## src/hw/seq_pkg.sv

```systemverilog
package seq_pkg;

    // Memory address width of the external bus
    localparam int ADDR_W = 16;

    typedef logic [ADDR_W-1:0] addr_t;
    typedef logic [7:0]        byte_t;

    // Index into the eight-entry register file
    typedef logic [2:0] reg_idx_t;

    // Accumulator sits at the top of the register file
    localparam reg_idx_t REG_A = 3'd7;

    // Recognised opcodes
    // The BASE entries are patterns with register or operation fields
    // LD r,n   is 00 rrr 110
    // ALU A,r  is 100 oo rrr, with oo picking the ALU operation
    typedef enum logic [7:0] {
        OP_NOP        = 8'h00,
        OP_LD_RN_BASE = 8'h06,
        OP_LD_MEM_A   = 8'h32,
        OP_LD_A_MEM   = 8'h3A,
        OP_HALT       = 8'h76,
        OP_ALU_BASE   = 8'h80,
        OP_JP         = 8'hC3,
        OP_JP_Z       = 8'hCA
    } opcode_e;

    // ALU operation, taken from opcode bits 4:3
    typedef enum logic [1:0] {
        ALU_ADD = 2'd0,
        ALU_SUB = 2'd1,
        ALU_AND = 2'd2,
        ALU_XOR = 2'd3
    } alu_op_e;

    typedef struct packed {
        logic zero;
        logic carry;
    } flags_t;

endpackage
```

## src/hw/seq_ifs.sv

```systemverilog
`timescale 1ns/10ps

// Instruction bytes from fetch to the buffer
// addr is the memory address the byte was read from
interface byte_if;
    logic           valid;
    seq_pkg::byte_t data;
    seq_pkg::addr_t addr;
    logic           first;
    logic           flush;
    logic           ready;

    modport producer (
        output valid, data, addr, flush,
        input  first, ready
    );

    modport receiver (
        input  valid, data, addr, flush,
        output first, ready
    );
endinterface

// One assembled instruction from the buffer to the executor
interface insn_if;
    logic             valid;
    seq_pkg::opcode_e opcode;
    // Little-endian, low byte first
    logic [15:0]      operand;
    logic [1:0]       len;
    seq_pkg::addr_t   next_ip;
    logic             ready;

    modport producer (
        output valid, opcode, operand, len, next_ip,
        input  ready
    );

    modport consumer (
        input  valid, opcode, operand, len, next_ip,
        output ready
    );
endinterface

// Data accesses and redirects from the executor to fetch
interface data_if;
    logic           req;
    logic           wr;
    seq_pkg::addr_t addr;
    seq_pkg::byte_t wdata;
    logic           done;
    seq_pkg::byte_t rdata;
    logic           jump;
    seq_pkg::addr_t target;

    modport client (
        output req, wr, addr, wdata, jump, target,
        input  done, rdata
    );

    modport server (
        input  req, wr, addr, wdata, jump, target,
        output done, rdata
    );
endinterface

```

## src/hw/seq_top.sv

```systemverilog
`timescale 1ns/10ps

module seq_top #(
    parameter seq_pkg::addr_t RESET_IP = '0
) (
    input  logic           clk,
    input  logic           i_rst_n,
    input  seq_pkg::byte_t i_rdata,
    input  logic           i_mcycle_done,
    output seq_pkg::addr_t o_addr,
    output logic           o_mem_rd,
    output logic           o_mem_wr,
    output seq_pkg::byte_t o_wdata,
    output logic           o_opcode_fetch,
    output logic           o_halted
);

    byte_if u_byte_if ();
    insn_if u_insn_if ();
    data_if u_data_if ();

    // Bus master, owns the instruction pointer
    insn_fetch #(
        .RESET_IP (RESET_IP)
    ) u_fetch (
        .clk            (clk),
        .i_rst_n        (i_rst_n),
        .i_rdata        (i_rdata),
        .i_mcycle_done  (i_mcycle_done),
        .i_halted       (o_halted),
        .o_addr         (o_addr),
        .o_mem_rd       (o_mem_rd),
        .o_mem_wr       (o_mem_wr),
        .o_wdata        (o_wdata),
        .o_opcode_fetch (o_opcode_fetch),
        .byte_ch        (u_byte_if.producer),
        .data_ch        (u_data_if.server)
    );

    insn_buffer u_buffer (
        .clk     (clk),
        .i_rst_n (i_rst_n),
        .byte_ch (u_byte_if.receiver),
        .insn_ch (u_insn_if.producer)
    );

    insn_exec u_exec (
        .clk      (clk),
        .i_rst_n  (i_rst_n),
        .insn_ch  (u_insn_if.consumer),
        .data_ch  (u_data_if.client),
        .o_halted (o_halted)
    );

endmodule

```

## src/hw/insn_exec.sv

```systemverilog
`timescale 1ns/10ps

module insn_exec (
    input  logic     clk,
    input  logic     i_rst_n,
    insn_if.consumer insn_ch,
    data_if.client   data_ch,
    output logic     o_halted
);

    typedef enum logic [1:0] {
        RUN,
        WAIT_MEM,
        HALT
    } state_e;

    state_e            state;
    seq_pkg::byte_t    regs [8];
    seq_pkg::flags_t   flags;
    seq_pkg::byte_t    op_bits;
    seq_pkg::reg_idx_t dst_idx;
    seq_pkg::reg_idx_t src_idx;
    logic              fire;
    logic              is_ld_rn;
    logic              is_alu;
    logic              is_mem;
    seq_pkg::alu_op_e  alu_op;
    seq_pkg::byte_t    alu_result;
    seq_pkg::flags_t   alu_flags;

    assign op_bits  = insn_ch.opcode;
    assign dst_idx  = op_bits[5:3];
    assign src_idx  = op_bits[2:0];
    assign is_ld_rn = (op_bits & 8'hC7) == seq_pkg::OP_LD_RN_BASE;
    assign is_alu   = (op_bits & 8'hE0) == seq_pkg::OP_ALU_BASE;
    assign is_mem   = (insn_ch.opcode == seq_pkg::OP_LD_A_MEM) ||
                      (insn_ch.opcode == seq_pkg::OP_LD_MEM_A);
    assign alu_op   = seq_pkg::alu_op_e'(op_bits[4:3]);

    // Only accept in RUN, so a memory access or HALT blocks the next one
    assign insn_ch.ready = (state == RUN);
    assign fire          = insn_ch.valid && insn_ch.ready;
    assign o_halted      = (state == HALT);

    alu8 u_alu (
        .i_op     (alu_op),
        .i_x      (regs[seq_pkg::REG_A]),
        .i_y      (regs[src_idx]),
        .o_result (alu_result),
        .o_flags  (alu_flags)
    );

    // Redirect in the cycle of acceptance
    // JP Z not taken still redirects, to the following instruction
    always_comb begin
        data_ch.jump   = 1'b0;
        data_ch.target = insn_ch.next_ip;
        if (fire) begin
            if (insn_ch.opcode == seq_pkg::OP_JP) begin
                data_ch.jump   = 1'b1;
                data_ch.target = insn_ch.operand;
            end else if (insn_ch.opcode == seq_pkg::OP_JP_Z) begin
                data_ch.jump   = 1'b1;
                data_ch.target = flags.zero ? insn_ch.operand : insn_ch.next_ip;
            end
        end
    end

    always_ff @(posedge clk) begin
        if (!i_rst_n) begin
            state       <= RUN;
            flags       <= '0;
            data_ch.req <= 1'b0;
            for (int i = 0; i < 8; i++) begin
                regs[i] <= '0;
            end
        end else begin
            case (state)
                RUN: begin
                    if (fire) begin
                        if (is_ld_rn) begin
                            regs[dst_idx] <= insn_ch.operand[7:0];
                        end else if (is_alu) begin
                            regs[seq_pkg::REG_A] <= alu_result;
                            flags                <= alu_flags;
                        end else if (is_mem) begin
                            data_ch.req <= 1'b1;
                            state       <= WAIT_MEM;
                        end else if (insn_ch.opcode == seq_pkg::OP_HALT) begin
                            state <= HALT;
                        end
                    end
                end
                WAIT_MEM: begin
                    if (data_ch.done) begin
                        data_ch.req <= 1'b0;
                        state       <= RUN;
                        if (!data_ch.wr) begin
                            regs[seq_pkg::REG_A] <= data_ch.rdata;
                        end
                    end
                end
                // Only reset leaves HALT
                default: state <= HALT;
            endcase
        end
    end

    // Request address and store data, captured on acceptance
    always_ff @(posedge clk) begin
        if (fire) begin
            data_ch.wr    <= (insn_ch.opcode == seq_pkg::OP_LD_MEM_A);
            data_ch.addr  <= insn_ch.operand;
            data_ch.wdata <= regs[seq_pkg::REG_A];
        end
    end

endmodule

```

## src/hw/insn_buffer.sv

```systemverilog
`timescale 1ns/10ps

module insn_buffer (
    input  logic     clk,
    input  logic     i_rst_n,
    byte_if.receiver byte_ch,
    insn_if.producer insn_ch
);

    logic [1:0]     count;
    logic           full;
    seq_pkg::byte_t opcode_q;
    logic [15:0]    operand_q;
    seq_pkg::addr_t next_ip_q;
    logic [1:0]     need;
    logic           take;
    logic           last;

    // Instruction length in bytes, from the opcode alone
    function automatic logic [1:0] insn_len(input seq_pkg::byte_t op);
        logic [1:0] len;
        len = 2'd1;
        if ((op & 8'hC7) == seq_pkg::OP_LD_RN_BASE) begin
            len = 2'd2;
        end else begin
            case (op)
                seq_pkg::OP_LD_A_MEM,
                seq_pkg::OP_LD_MEM_A,
                seq_pkg::OP_JP,
                seq_pkg::OP_JP_Z: len = 2'd3;
                default:          len = 2'd1;
            endcase
        end
        return len;
    endfunction

    // The opcode is still on the byte bus when nothing is collected yet
    assign need = insn_len((count == 2'd0) ? byte_ch.data : opcode_q);
    assign take = byte_ch.valid && byte_ch.ready;
    assign last = (2'(count + 2'd1) == need);

    assign byte_ch.ready = !full;
    // Tells fetch whether its next read starts a new instruction
    assign byte_ch.first = byte_ch.valid ? last : (count == 2'd0);

    assign insn_ch.valid   = full;
    assign insn_ch.opcode  = seq_pkg::opcode_e'(opcode_q);
    assign insn_ch.operand = operand_q;
    assign insn_ch.len     = count;
    assign insn_ch.next_ip = next_ip_q;

    always_ff @(posedge clk) begin
        if (!i_rst_n) begin
            count <= 2'd0;
            full  <= 1'b0;
        end else if (byte_ch.flush || (full && insn_ch.ready)) begin
            count <= 2'd0;
            full  <= 1'b0;
        end else if (take) begin
            count <= count + 2'd1;
            full  <= last;
        end
    end

    // Byte assembly, little-endian operand
    always_ff @(posedge clk) begin
        if (take) begin
            next_ip_q <= byte_ch.addr + 1'b1;
            case (count)
                2'd0: begin
                    opcode_q  <= byte_ch.data;
                    operand_q <= '0;
                end
                2'd1:    operand_q[7:0]  <= byte_ch.data;
                default: operand_q[15:8] <= byte_ch.data;
            endcase
        end
    end

endmodule

```

## src/hw/insn_fetch.sv

```systemverilog
`timescale 1ns/10ps

module insn_fetch #(
    parameter seq_pkg::addr_t RESET_IP = '0
) (
    input  logic           clk,
    input  logic           i_rst_n,
    input  seq_pkg::byte_t i_rdata,
    input  logic           i_mcycle_done,
    input  logic           i_halted,
    output seq_pkg::addr_t o_addr,
    output logic           o_mem_rd,
    output logic           o_mem_wr,
    output seq_pkg::byte_t o_wdata,
    output logic           o_opcode_fetch,
    byte_if.producer       byte_ch,
    data_if.server         data_ch
);

    typedef enum logic [1:0] {
        IDLE,
        FETCH,
        DATA_RD,
        DATA_WR
    } state_e;

    state_e         state;
    seq_pkg::addr_t ip;
    logic           drop;
    logic           byte_valid;
    seq_pkg::byte_t byte_data;
    seq_pkg::addr_t byte_addr;
    logic           cycle_end;
    logic           start_data;
    logic           start_fetch;

    // Current bus cycle completes in this clock
    assign cycle_end = (state != IDLE) && i_mcycle_done;

    // Data requests win when the bus is free
    assign start_data  = (state == IDLE) && data_ch.req;
    // No new fetch on a redirect, while halted or while the buffer is full
    assign start_fetch = (state == IDLE) && !data_ch.req && !data_ch.jump &&
                         !i_halted && byte_ch.ready;

    assign byte_ch.valid = byte_valid;
    assign byte_ch.data  = byte_data;
    assign byte_ch.addr  = byte_addr;
    assign byte_ch.flush = data_ch.jump;

    // Data cycles finish straight off the memory handshake
    assign data_ch.done  = cycle_end && (state != FETCH);
    assign data_ch.rdata = i_rdata;

    always_ff @(posedge clk) begin
        if (!i_rst_n) begin
            state          <= IDLE;
            ip             <= RESET_IP;
            drop           <= 1'b0;
            byte_valid     <= 1'b0;
            o_mem_rd       <= 1'b0;
            o_mem_wr       <= 1'b0;
            o_opcode_fetch <= 1'b0;
        end else begin
            // Byte slot empties on transfer or flush
            if ((byte_valid && byte_ch.ready) || data_ch.jump) begin
                byte_valid <= 1'b0;
            end

            case (state)
                IDLE: begin
                    if (start_data) begin
                        state    <= data_ch.wr ? DATA_WR : DATA_RD;
                        o_mem_rd <= !data_ch.wr;
                        o_mem_wr <= data_ch.wr;
                    end else if (start_fetch) begin
                        state          <= FETCH;
                        ip             <= ip + 1'b1;
                        o_mem_rd       <= 1'b1;
                        o_opcode_fetch <= byte_ch.first;
                    end
                end
                FETCH: begin
                    if (i_mcycle_done) begin
                        state          <= IDLE;
                        o_mem_rd       <= 1'b0;
                        o_opcode_fetch <= 1'b0;
                        // A byte read past a taken redirect is thrown away
                        byte_valid     <= !drop && !data_ch.jump;
                        drop           <= 1'b0;
                    end else if (data_ch.jump) begin
                        drop <= 1'b1;
                    end
                end
                default: begin
                    if (i_mcycle_done) begin
                        state    <= IDLE;
                        o_mem_rd <= 1'b0;
                        o_mem_wr <= 1'b0;
                    end
                end
            endcase

            if (data_ch.jump) begin
                ip <= data_ch.target;
            end
        end
    end

    // Bus address and data, plus the captured instruction byte
    always_ff @(posedge clk) begin
        if (start_data) begin
            o_addr  <= data_ch.addr;
            o_wdata <= data_ch.wdata;
        end else if (start_fetch) begin
            o_addr <= ip;
        end

        if (state == FETCH && i_mcycle_done) begin
            byte_data <= i_rdata;
            byte_addr <= o_addr;
        end
    end

endmodule

```

## src/hw/alu8.sv

```systemverilog
`timescale 1ns/10ps

module alu8 (
    input  seq_pkg::alu_op_e i_op,
    input  seq_pkg::byte_t   i_x,
    input  seq_pkg::byte_t   i_y,
    output seq_pkg::byte_t   o_result,
    output seq_pkg::flags_t  o_flags
);

    // Bit 8 holds the carry out or the borrow
    logic [8:0] wide;

    always_comb begin
        case (i_op)
            seq_pkg::ALU_ADD: wide = {1'b0, i_x} + {1'b0, i_y};
            seq_pkg::ALU_SUB: wide = {1'b0, i_x} - {1'b0, i_y};
            seq_pkg::ALU_AND: wide = {1'b0, i_x & i_y};
            default:          wide = {1'b0, i_x ^ i_y};
        endcase
    end

    assign o_result      = wide[7:0];
    // Logic operations leave bit 8 clear
    assign o_flags.carry = wide[8];
    assign o_flags.zero  = (wide[7:0] == 8'h00);

endmodule

```

## config.mk

```make
export PLATFORM = sky130hd
export DESIGN_NAME = seq_top
export DESIGN_NICKNAME = d
export VERILOG_FILES = /design/src/hw/seq_pkg.sv /design/src/hw/seq_ifs.sv /design/src/hw/seq_top.sv /design/src/hw/insn_exec.sv /design/src/hw/insn_buffer.sv /design/src/hw/insn_fetch.sv /design/src/hw/alu8.sv
export SDC_FILE = /design/constraint.sdc
export NUM_CORES = 1
export LEC_CHECK = 0
export BUFFER_PORTS_ARGS = -buffer_cell sky130_fd_sc_hd__buf_2
export CAP_MARGIN = 20
export CELL_PAD_IN_SITES_DETAIL_PLACEMENT = 0
export CELL_PAD_IN_SITES_GLOBAL_PLACEMENT = 2
export CORE_ASPECT_RATIO = 0.75
export CORE_UTILIZATION = 40
export CTS_CLUSTER_SIZE = 12
export DETAILED_ROUTE_END_ITERATION = 7
export PLACE_DENSITY = 0.86
export SETUP_SLACK_MARGIN = 0.15
export SYNTH_ARGS = -nofsm -noshare
export SYNTH_HDL_FRONTEND = slang
export SYNTH_SLANG_ARGS = --single-unit
```

## constraint.sdc

```tcl
create_clock -name clk -period 4.3 [get_ports clk]
set_clock_uncertainty 0.05 [all_clocks]
set_input_delay 0.645 -clock clk [delete_from_list [all_inputs] [get_ports clk]]
set_output_delay 0.645 -clock clk [all_outputs]
set_load 0.005 [all_outputs]
```

==> results of run 1 <==
[through the flow]
step           instance area (um^2)  power (mW)  hold slack, ns  setup slack, ns  utilization
4_1_cts                       11300        5.20           0.307            0.240        0.467
3_3_place_gp                  10600        3.36           0.355            0.357        0.437
5_1_grt                       11300        5.38           0.304            0.231        0.468
6_report                      11300        5.16           0.324            0.438        0.468
3_5_place_dp                  10600        3.37           0.355            0.254        0.439
2_1_floorplan                  9930        3.08           0.350            0.231            -
[cell families (layout without fill, tap and decap cells)]
logic type | Yosys count | in the layout
mux | 78 | 78
simple gates | 269 | 269
xor+xnor | 28 | 28
flops | 210 | 210
compound gates | 104 | 104
fa+ha+maj | 21 | 21
buf+inv | 56 | 129
[area by class of cell]
class | instances | area share
inverters | 29 | 0.00963
flip-flops and latches | 210 | 0.529
clock buffers | 37 | 0.0592
repair buffers | 60 | 0.0350
multi-input cells | 500 | 0.330
well taps | 331 | 0.0366
clock inverters | 3 | 0.00133
[flip-flops by register name, summed over array words and instances (netlist names), 2 cells and up, named ones only]
signal / cells
u_buffer.insn_ch.len: 2
u_buffer.insn_ch.next_ip: 16
u_buffer.insn_ch.opcode: 8
u_buffer.insn_ch.operand: 16
u_exec.data_ch.addr: 16
u_exec.data_ch.wdata: 8
u_exec.regs: 64
u_exec.state: 2
u_fetch.byte_ch.addr: 16
u_fetch.byte_ch.data: 8
u_fetch.ip: 16
u_fetch.o_addr: 16
u_fetch.o_wdata: 8
u_fetch.state: 2
[synth_stat cells, types with 3 or more instances]
cell      number
or3_1          4
xnor2_1       23
ha_1          20
a211oi_1       3
and2_1        69
edfxtp_1     177
nor2_1        46
clkbuf_1      15
nand3_1       20
nand4_1        5
mux2i_1       39
and3_1        17
nand2_1       46
a21oi_1       19
o211ai_1       4
a221o_1        3
mux4_2         3
a22oi_1        6
xor2_1         5
o21a_1         4
nor3b_1        4
nor3_1        12
inv_1         27
a31oi_1        4
nor2b_1       20
a21boi_0       3
nor4b_1        3
a211o_1        3
mux4_1        10
mux2_2        24
nand2b_1       8
buf_2          8
o211a_1        5
or2_2          3
dfxtp_1       33
o21ai_0       25
[timing repair]
| action | 4_1_cts | 5_1_grt |
|---|---|---|
| setup buffers | 0 | 0 |
| hold endpoints to repair | 0 | 0 |
| endpoints found under the setup margin | 0 | 4 |
| gates resized for setup | 0 | 2 |
[per-layer routing]
layer  track usage  part of all wire  vias up
li1              -                 -     2978
met1         0.313              0.52     2987
met2         0.254              0.40      184
met3        0.0263             0.061       23
met4        0.0346             0.015        0
met5             0                 0        -
[power by group]
group | leakage [nW] | switching (mW) | internal, mW | total, mW
Clock | 0.335 | 0.761 | 1.06 | 1.82
Combinational | 2.14 | 0.449 | 0.338 | 0.787
Sequential | 1.99 | 0.130 | 2.43 | 2.56
[final timing paths]
kind / to / startpoint / depth (start not counted) / slack [ns]
hold / removal: u_fetch.byte_ch.data[7]$_DFFE_PP_ / i_rdata[7] / 1 / 0.32
setup / recovery: u_exec.regs[7][7]$_DFFE_PP_ / flop / 13 / 0.44
setup reg to reg: u_exec.regs[7][7]$_DFFE_PP_ / flop / 13 / 0.44
hold reg to reg: u_fetch.o_wdata[1]$_DFFE_PP_ / u_exec.data_ch.wdata[1]$_DFFE_PP_ / 0 / 0.37
==> flow_metrics.tcl, run 1 <==
set metrics [dict create \
    status "completed" \
    synth_top_family_by_area "simple AND/OR/NAND/NOR gates" \
    drtIter0Drc 558 \
    grt_pass1_wl_um 35700 \
    post-route-period-util 0.898 \
    synth_xor_xnor_area_share 0.0247 \
    synth_edf_count 177 \
    cp_data_arrival_time_ns 4.06 \
    synth_fa_ha_area_frac 0.0272 \
    via_per_inst 5.28 \
    crit_family "multiplexers" \
    setup_viol 0 \
    gr-total-overflow 0 \
    mostFrequentLayoutCells "177 x edfxtp_1, 69 x and2_1, 46 x nand2_1, 46 x nor2_1, 39 x mux2i_1" \
    grt_max_degree 39 \
    fillers 2216 \
    ys_seq_area_frac 0.602 \
    dr.pass1.iters 5 \
    rows 49 \
    yosys_warnings 0 \
    cts.path.max_buffers 3 \
    synth-seq-cells 210 \
    start_util 0.411 \
    clock.fmax_ghz 0.259 \
    syn_area_per_cell_um2 13.0 \
    slew_viol_final 0 \
    final_common_cell "edfxtp_1" \
    ant_nets 0 \
    path_cells "mux4_1 > mux2i_1 > inv_1 > nor2_1 > a31oi_1 > xnor2_1 > ha_1 > or3_1 > o21a_1 > a2111oi_0 > mux2i_1 > nand3_2 > o21ai_2" \
    antenna_found_initial 2 \
    cap_violations 0 \
    drive_above_1_share 0.160 \
    muxShareOfSynthArea 0.104 \
    grt_pass1_vias 5724 \
    netlist_area_um2 9930 \
    postSynthCellCount 766 \
    track_usage 0.188 \
    synth_top_flop_cell "edfxtp_1" \
    yosys.area.top_type "edfxtp_1" \
    layout_min_cycle_time_ns 3.86 \
    cts.htree.levels 1 \
    final_cells 1170 \
    endpoint_kind "flop" \
    rsz0062_at_grt "no" \
    wl_per_cell_um 20.0 \
    wirelength_um 23400 \
    cpMostUsedCell "mux2i_1" \
    critPathLaunchType "flop" \
    fin_tns_setup_ns 0 \
    async_flop_share 0 \
    hold_path_class "in2reg" \
    dp_hpwl_um 16400 \
    ioPinCount 39 \
    hold_buffers 0 \
    drcViolationCount 0 \
    slowest_stage "mux4_1" \
    cts.clk_slew.worst_paths_ns 0.06 \
    synth-compound-area-share 0.0724 \
    synth-simple-area-share 0.146 \
    area_delta_synth_final_pct 13.8 \
    synth_nets 798 \
    multi_input_area_um2 3730 \
    cts_buffers 22 \
    n_antenna_cell 0 \
    yosys.area.top_type_share 0.535 \
    leakage_nw 4.46 \
    worst_pin_slew_ns 0.759 \
    cts_tree "yes" \
    critPathMaxFanout 11 \
    clock_sinks 210 \
    max_stage_delay_ns 0.58 \
    die_area_um2 25500 \
    hold_viol_final 0 \
    die_w_um 184 \
    gp_congestion 0.869 \
    clk_latency_ns 0.51 \
    layout.nets 855 \
    cts_root_buffer "clkbuf_16" \
    power_density_nw_per_um2 457 \
    dp.cells 1129 \
    crit_required_ns 4.49 \
    timing.critical_path.buf_inv 1 \
    criticalPathCategory "reg2reg" \
    vdd_drop_max_mv 0.346 \
    regArea_um2 5980 \
    synth_area_leaders "edfxtp_1 54%, dfxtp_1 6.6%, and2_1 4.3%, mux2i_1 3.9%, mux2_2 2.7%" \
    core_area_um2 24200 \
    maxSlewHeadroom 0.489 \
    port_buffers 38 \
    synthDistinctLibCells 72 \
    die_h_um 138 \
    vias 6172 \
]
Power figures use the tool's default switching activity.
==> inputs of run 2 (changes only) <==
- CORE_UTILIZATION: 40 -> 44
- PLACE_DENSITY: 0.86 -> 0.9
- RECOVER_POWER: not set -> 25
- clock period: 4.3 -> 3.7 ns (I/O delays scaled with it)
==> run 2 against run 1 <==
  * Design area increased by 2.2%
  * First-iteration DRC count grew 7.5%
  * Die area decreased by 9.0%
  * Clock power rose by 14%
  * Sequential cell count unchanged
  * Final cell count fell by 0.34%
  * Sequential power grew 16%
  * Combinational power increased by 39%
  * Critical endpoint unchanged
  * Largest cell class unchanged
==> flow_metrics.tcl, run 2 (synthesized netlist as in run 1, its figures left out) <==
set metrics [dict create \
    wirelength_um 24000 \
    vias 6585 \
    power_density_nw_per_um2 531 \
    rr_endpoint "u_exec.regs[7][7]$_DFFE_PP_" \
    rsz0062_at_grt "yes" \
    wl_per_cell_um 20.6 \
    cpMostUsedCell "mux2i_1" \
    criticalPathCategory "reg2reg" \
    grt_max_degree 39 \
    final_cells 1166 \
    final_common_cell "edfxtp_1" \
    slowest_stage "mux4_2" \
    cts.path.max_buffers 3 \
    critPathLaunchType "flop" \
    status "completed" \
    hold_viol_final 0 \
    rows 47 \
    layout_min_cycle_time_ns 3.54 \
    start_util 0.449 \
    dp.cells 1112 \
    grt_util_met1 0.318 \
    post-route-period-util 0.956 \
    die_h_um 132 \
    drive_above_1_share 0.202 \
    dp_slack_ns -0.0521 \
    endpoint_kind "flop" \
    worst_pin_slew_ns 1.02 \
    cts.htree.levels 1 \
    cts_root_buffer "clkbuf_16" \
    busiest_layer "met1" \
    path_cells "buf_12 > mux2i_1 > mux4_2 > inv_1 > nor2_4 > a31oi_2 > xnor2_1 > ha_1 > or3_4 > o21a_1 > a2111oi_2 > mux2i_1 > nand3_2 > o21ai_2" \
    grtUsageMet3 0.0332 \
    leakage_nw 4.55 \
    fillers 1891 \
    layout.nets 888 \
    via_per_inst 5.65 \
    mostFrequentLayoutCells "177 x edfxtp_1, 62 x and2_1, 46 x nand2_1" \
    port_buffers 38 \
    cts_tree "yes" \
    clock_sinks 210 \
    crit_required_ns 3.89 \
    antenna_found_initial 0 \
    dp_hpwl_um 17200 \
    clk_latency_ns 0.50 \
    gp_congestion 0.882 \
    hold_path_class "in2reg" \
    area_delta_synth_final_pct 16.3 \
    maxSlewHeadroom 0.320 \
    top_register "u_exec.regs" \
    worstSetupEndpoint "u_exec.regs[7][7]$_DFFE_PP_" \
    grt_pass1_vias 6318 \
    clock.fmax_ghz 0.283 \
    dr.pass1.iters 5 \
    r2r_cells 14 \
    max_stage_delay_ns 0.54 \
    gr-total-overflow 0 \
    largest_reg_flops 64 \
    vdd_drop_max_mv 0.295 \
    grtUsageMet2 0.314 \
    drcViolationCount 0 \
    setup_viol 0 \
    slew_viol_final 0 \
    r2r_setup_slack_ns 0.16 \
    cp_data_arrival_time_ns 3.73 \
    cts_buffers 22 \
    cts.clk_slew.worst_paths_ns 0.06 \
    cap_violations 0 \
    critPathMaxFanout 20 \
    die_w_um 176 \
    grt_pass1_wl_um 36700 \
    ioPinCount 39 \
    track_usage 0.210 \
    ant_nets 0 \
    drtIter0Drc 600 \
    die_area_um2 23200 \
    postLayoutSetupSlackWorst_ns 0.163 \
    core_area_um2 22100 \
    n_antenna_cell 0 \
]
-- run 2: cell count changes in the layout (fill, tap and decap cells not counted), moves of 3 or more --
cell | before | now
buf_4 | 20 | 44
clkbuf_1 | 11 | 27
buf_2 | 38 | 30
and2_1 | 69 | 62
and2_0 | 0 | 6
mux4_1 | 10 | 5
mux4_2 | 3 | 8
o21ai_0 | 25 | 21
clkinv_2 | 3 | 0
o21ai_2 | 1 | 4
-- run 2: power by group --
| part | internal, mW | total, mW | switching (mW) |
|---|---|---|---|
| registers | 2.82 | 2.97 | 0.150 |
| clock network | 1.21 | 2.07 | 0.862 |
| logic | 0.499 | 1.09 | 0.595 |
-- run 2: critical path: cells and delay by family, from the launching register on --
family          cells  cell delay (ns)
mux                 3             0.81
fa+ha+maj           1             0.26
xor+xnor            1             0.14
simple gates        3             0.55
flops               1             0.38
compound gates      4             0.75
buf+inv             2             0.34
-- run 2: final cells by class --
cell class / count / area, um^2 / share of cell area
multi-input cells: 500 / 3810 / 0.330
inverters: 29 / 109 / 0.00942
flip-flops and latches: 210 / 5980 / 0.517
well taps: 294 / 368 / 0.0318
repair buffers: 93 / 616 / 0.0533
clock inverters: 2 / 12.5 / 0.00108
clock buffers: 38 / 662 / 0.0573
-- run 2: timing repair --
item	in CTS	in global routing
pin swaps	8	15
buffers inserted	6	7
endpoints found under the hold margin	0	0
endpoints found under the setup margin	4	4
resized for setup	14	23
hold buffers	0	0
-- run 2: worst min path at each step --
stage	start	to	slack, ns	depth (start not counted)
3_3_place_gp	u_exec.data_ch.wdata[6]$_DFFE_PP_	u_fetch.o_wdata[6]$_DFFE_PP_	0.35	0
3_5_place_dp	u_exec.data_ch.wdata[1]$_DFFE_PP_	u_fetch.o_wdata[1]$_DFFE_PP_	0.36	0
4_1_cts	i_rdata[0]	u_fetch.byte_ch.data[0]$_DFFE_PP_	0.21	1
6_report	i_rdata[4]	u_fetch.byte_ch.data[4]$_DFFE_PP_	0.29	1
5_1_grt	i_rdata[0]	u_fetch.byte_ch.data[0]$_DFFE_PP_	0.25	1
2_1_floorplan	u_exec.data_ch.wdata[0]$_DFFE_PP_	u_fetch.o_wdata[0]$_DFFE_PP_	0.35	0
-- run 2: per-stage QoR --
stage               hold WS [ns]  instance area, um^2  utilization  TNS (ns)  power, mW
floorplan                  0.350                 9950            -         0       3.59
global placement           0.354                10700        0.484  -0.00160       3.95
detailed placement         0.357                10700        0.484   -0.0849       3.99
CTS                        0.214                11500        0.518         0       6.09
global route               0.246                11600        0.523         0       6.39
finish                     0.292                11600        0.523         0       6.14
-- run 2: layer usage --
metal | wire [um] | share of wire
met1 | 11400 | 0.47
met2 | 10500 | 0.44
met3 | 1600 | 0.066
met4 | 561 | 0.023
met5 | 0 | 0
==> inputs of run 3 (changes only) <==
- GPL_TIMING_DRIVEN: not set -> 0
==> run 3 against run 2 <==
  * Power down 0.39%
  * Critical path depth is 1 lower
  * Sequential cell count unchanged
  * Clock power about the same
  * Critical endpoint unchanged
  * Highest routed layer unchanged
==> flow_metrics.tcl, run 3 (synthesized netlist as in run 1, its figures left out) <==
set metrics [dict create \
    mostFrequentLayoutCells "177 x edfxtp_1, 66 x and2_1, 46 x nand2_1" \
    endpoint_kind "flop" \
    wirelength_um 24700 \
    cts_buffers 22 \
    maxSlewHeadroom 0.272 \
    vdd_drop_max_mv 0.302 \
    n_antenna_cell 0 \
    path_cells "mux4_2 > mux2i_4 > inv_2 > nor2_4 > a41oi_1 > xnor2_1 > ha_2 > or3_1 > o21a_1 > a2111oi_4 > mux2i_1 > nand3_2 > o21ai_2" \
    critPathLaunchType "flop" \
    grt_pass1_vias 6155 \
    total_power_mw 6.11 \
    layout.nets 888 \
    drcViolationCount 0 \
    ant_nets 0 \
    max_stage_delay_ns 0.58 \
    core_area_um2 22100 \
    area_delta_synth_final_pct 15.9 \
    clk_latency_ns 0.52 \
    timing.critical_path.buf_inv 1 \
    gr-total-overflow 0 \
    crit_required_ns 3.92 \
    status "completed" \
    start_util 0.449 \
    critPathMaxFanout 4 \
    rsz0062_at_grt "yes" \
    wl_per_cell_um 21.2 \
    port_buffers 38 \
    dp.cells 1105 \
    slowest_stage "edfxtp_1" \
    power_density_nw_per_um2 531 \
    grt_pass1_wl_um 37500 \
    largest_reg_flops 64 \
    criticalPathCategory "reg2reg" \
    hold_viol_final 0 \
    antenna_found_initial 0 \
    drive_above_1_share 0.177 \
    die_area_um2 23200 \
    clock.fmax_ghz 0.272 \
    ioPinCount 39 \
    hold_buffers 0 \
    cap_violations 0 \
    rows 47 \
    via_per_inst 5.55 \
    post-route-period-util 0.993 \
    dr.pass1.iters 5 \
    final_common_cell "edfxtp_1" \
    die_w_um 176 \
    top_register "u_exec.regs" \
    leakage_nw 4.46 \
    clock_sinks 210 \
    grt_max_degree 19 \
    worst_pin_slew_ns 1.09 \
    track_usage 0.216 \
    slew_viol_final 0 \
    cts.clk_slew.worst_paths_ns 0.06 \
    cts.path.max_buffers 3 \
    gp_congestion 0.825 \
    vias 6457 \
    dp_hpwl_um 17600 \
    hold_path_class "in2reg" \
    die_h_um 132 \
    cts_tree "yes" \
    final_cells 1164 \
    layout_min_cycle_time_ns 3.67 \
    drtIter0Drc 549 \
    cp_data_arrival_time_ns 3.89 \
    setup_viol 0 \
    crit_family "multiplexers" \
    cts.htree.levels 1 \
    cts_root_buffer "clkbuf_16" \
]
run 3: repair_timing:
| action | in CTS | in global routing |
|---|---|---|
| endpoints found under the setup margin | 6 | 4 |
| setup buffers | 16 | 3 |
| resized for setup | 30 | 9 |
| pin swaps | 9 | 12 |
run 3: worst paths after layout:
path	startpoint	endpoint	slack, ns	cells after the start
min	i_rdata[4]	u_fetch.byte_ch.data[4]$_DFFE_PP_	0.28	1
min reg2reg	u_exec.data_ch.wdata[3]$_DFFE_PP_	u_fetch.o_wdata[3]$_DFFE_PP_	0.37	0
max reg2reg	u_exec.regs[7][2]$_DFFE_PP_	u_exec.regs[7][7]$_DFFE_PP_	0.03	13
max	u_exec.regs[7][2]$_DFFE_PP_	u_exec.regs[7][7]$_DFFE_PP_	0.03	13
run 3: layout make-up:
type / count / area (um^2)
repair buffers: 66 / 424
clock buffers: 35 / 629
well taps: 294 / 368
plain buffers: 27 / 136
multi-input cells: 500 / 3840
clock inverters: 3 / 27.5
flip-flops and latches: 210 / 5980
fillers: 1931 / 10600
inverters: 29 / 111
run 3: stage by stage:
stage | TNS, ns | hold WS (ns) | util | setup slack (ns) | area [um^2]
after floorplan | 0 | 0.350 | - | 0.167 | 9950
after global placement | -68.33 | 0.351 | 0.475 | -0.923 | 10500
after detailed placement | -1.53 | 0.355 | 0.480 | -0.489 | 10600
after CTS | 0 | 0.211 | 0.518 | 0.111 | 11500
after global routing | -0.267 | 0.266 | 0.521 | -0.104 | 11500
final | 0 | 0.281 | 0.521 | 0.0253 | 11500
run 3: layer usage:
| layer | vias to the layer above | part of all wire | global-route usage |
|---|---|---|---|
| met4 | 0 | 0.012 | 0.0411 |
| li1 | 3033 | - | - |
| met5 | - | 0 | 0 |
| met1 | 3205 | 0.50 | 0.343 |
| met3 | 23 | 0.070 | 0.0438 |
| met2 | 196 | 0.42 | 0.304 |
run 3: report_power, final:
| part | switching (mW) | internal, mW |
|---|---|---|
| logic | 0.599 | 0.478 |
| clock network | 0.907 | 1.17 |
| registers | 0.142 | 2.82 |
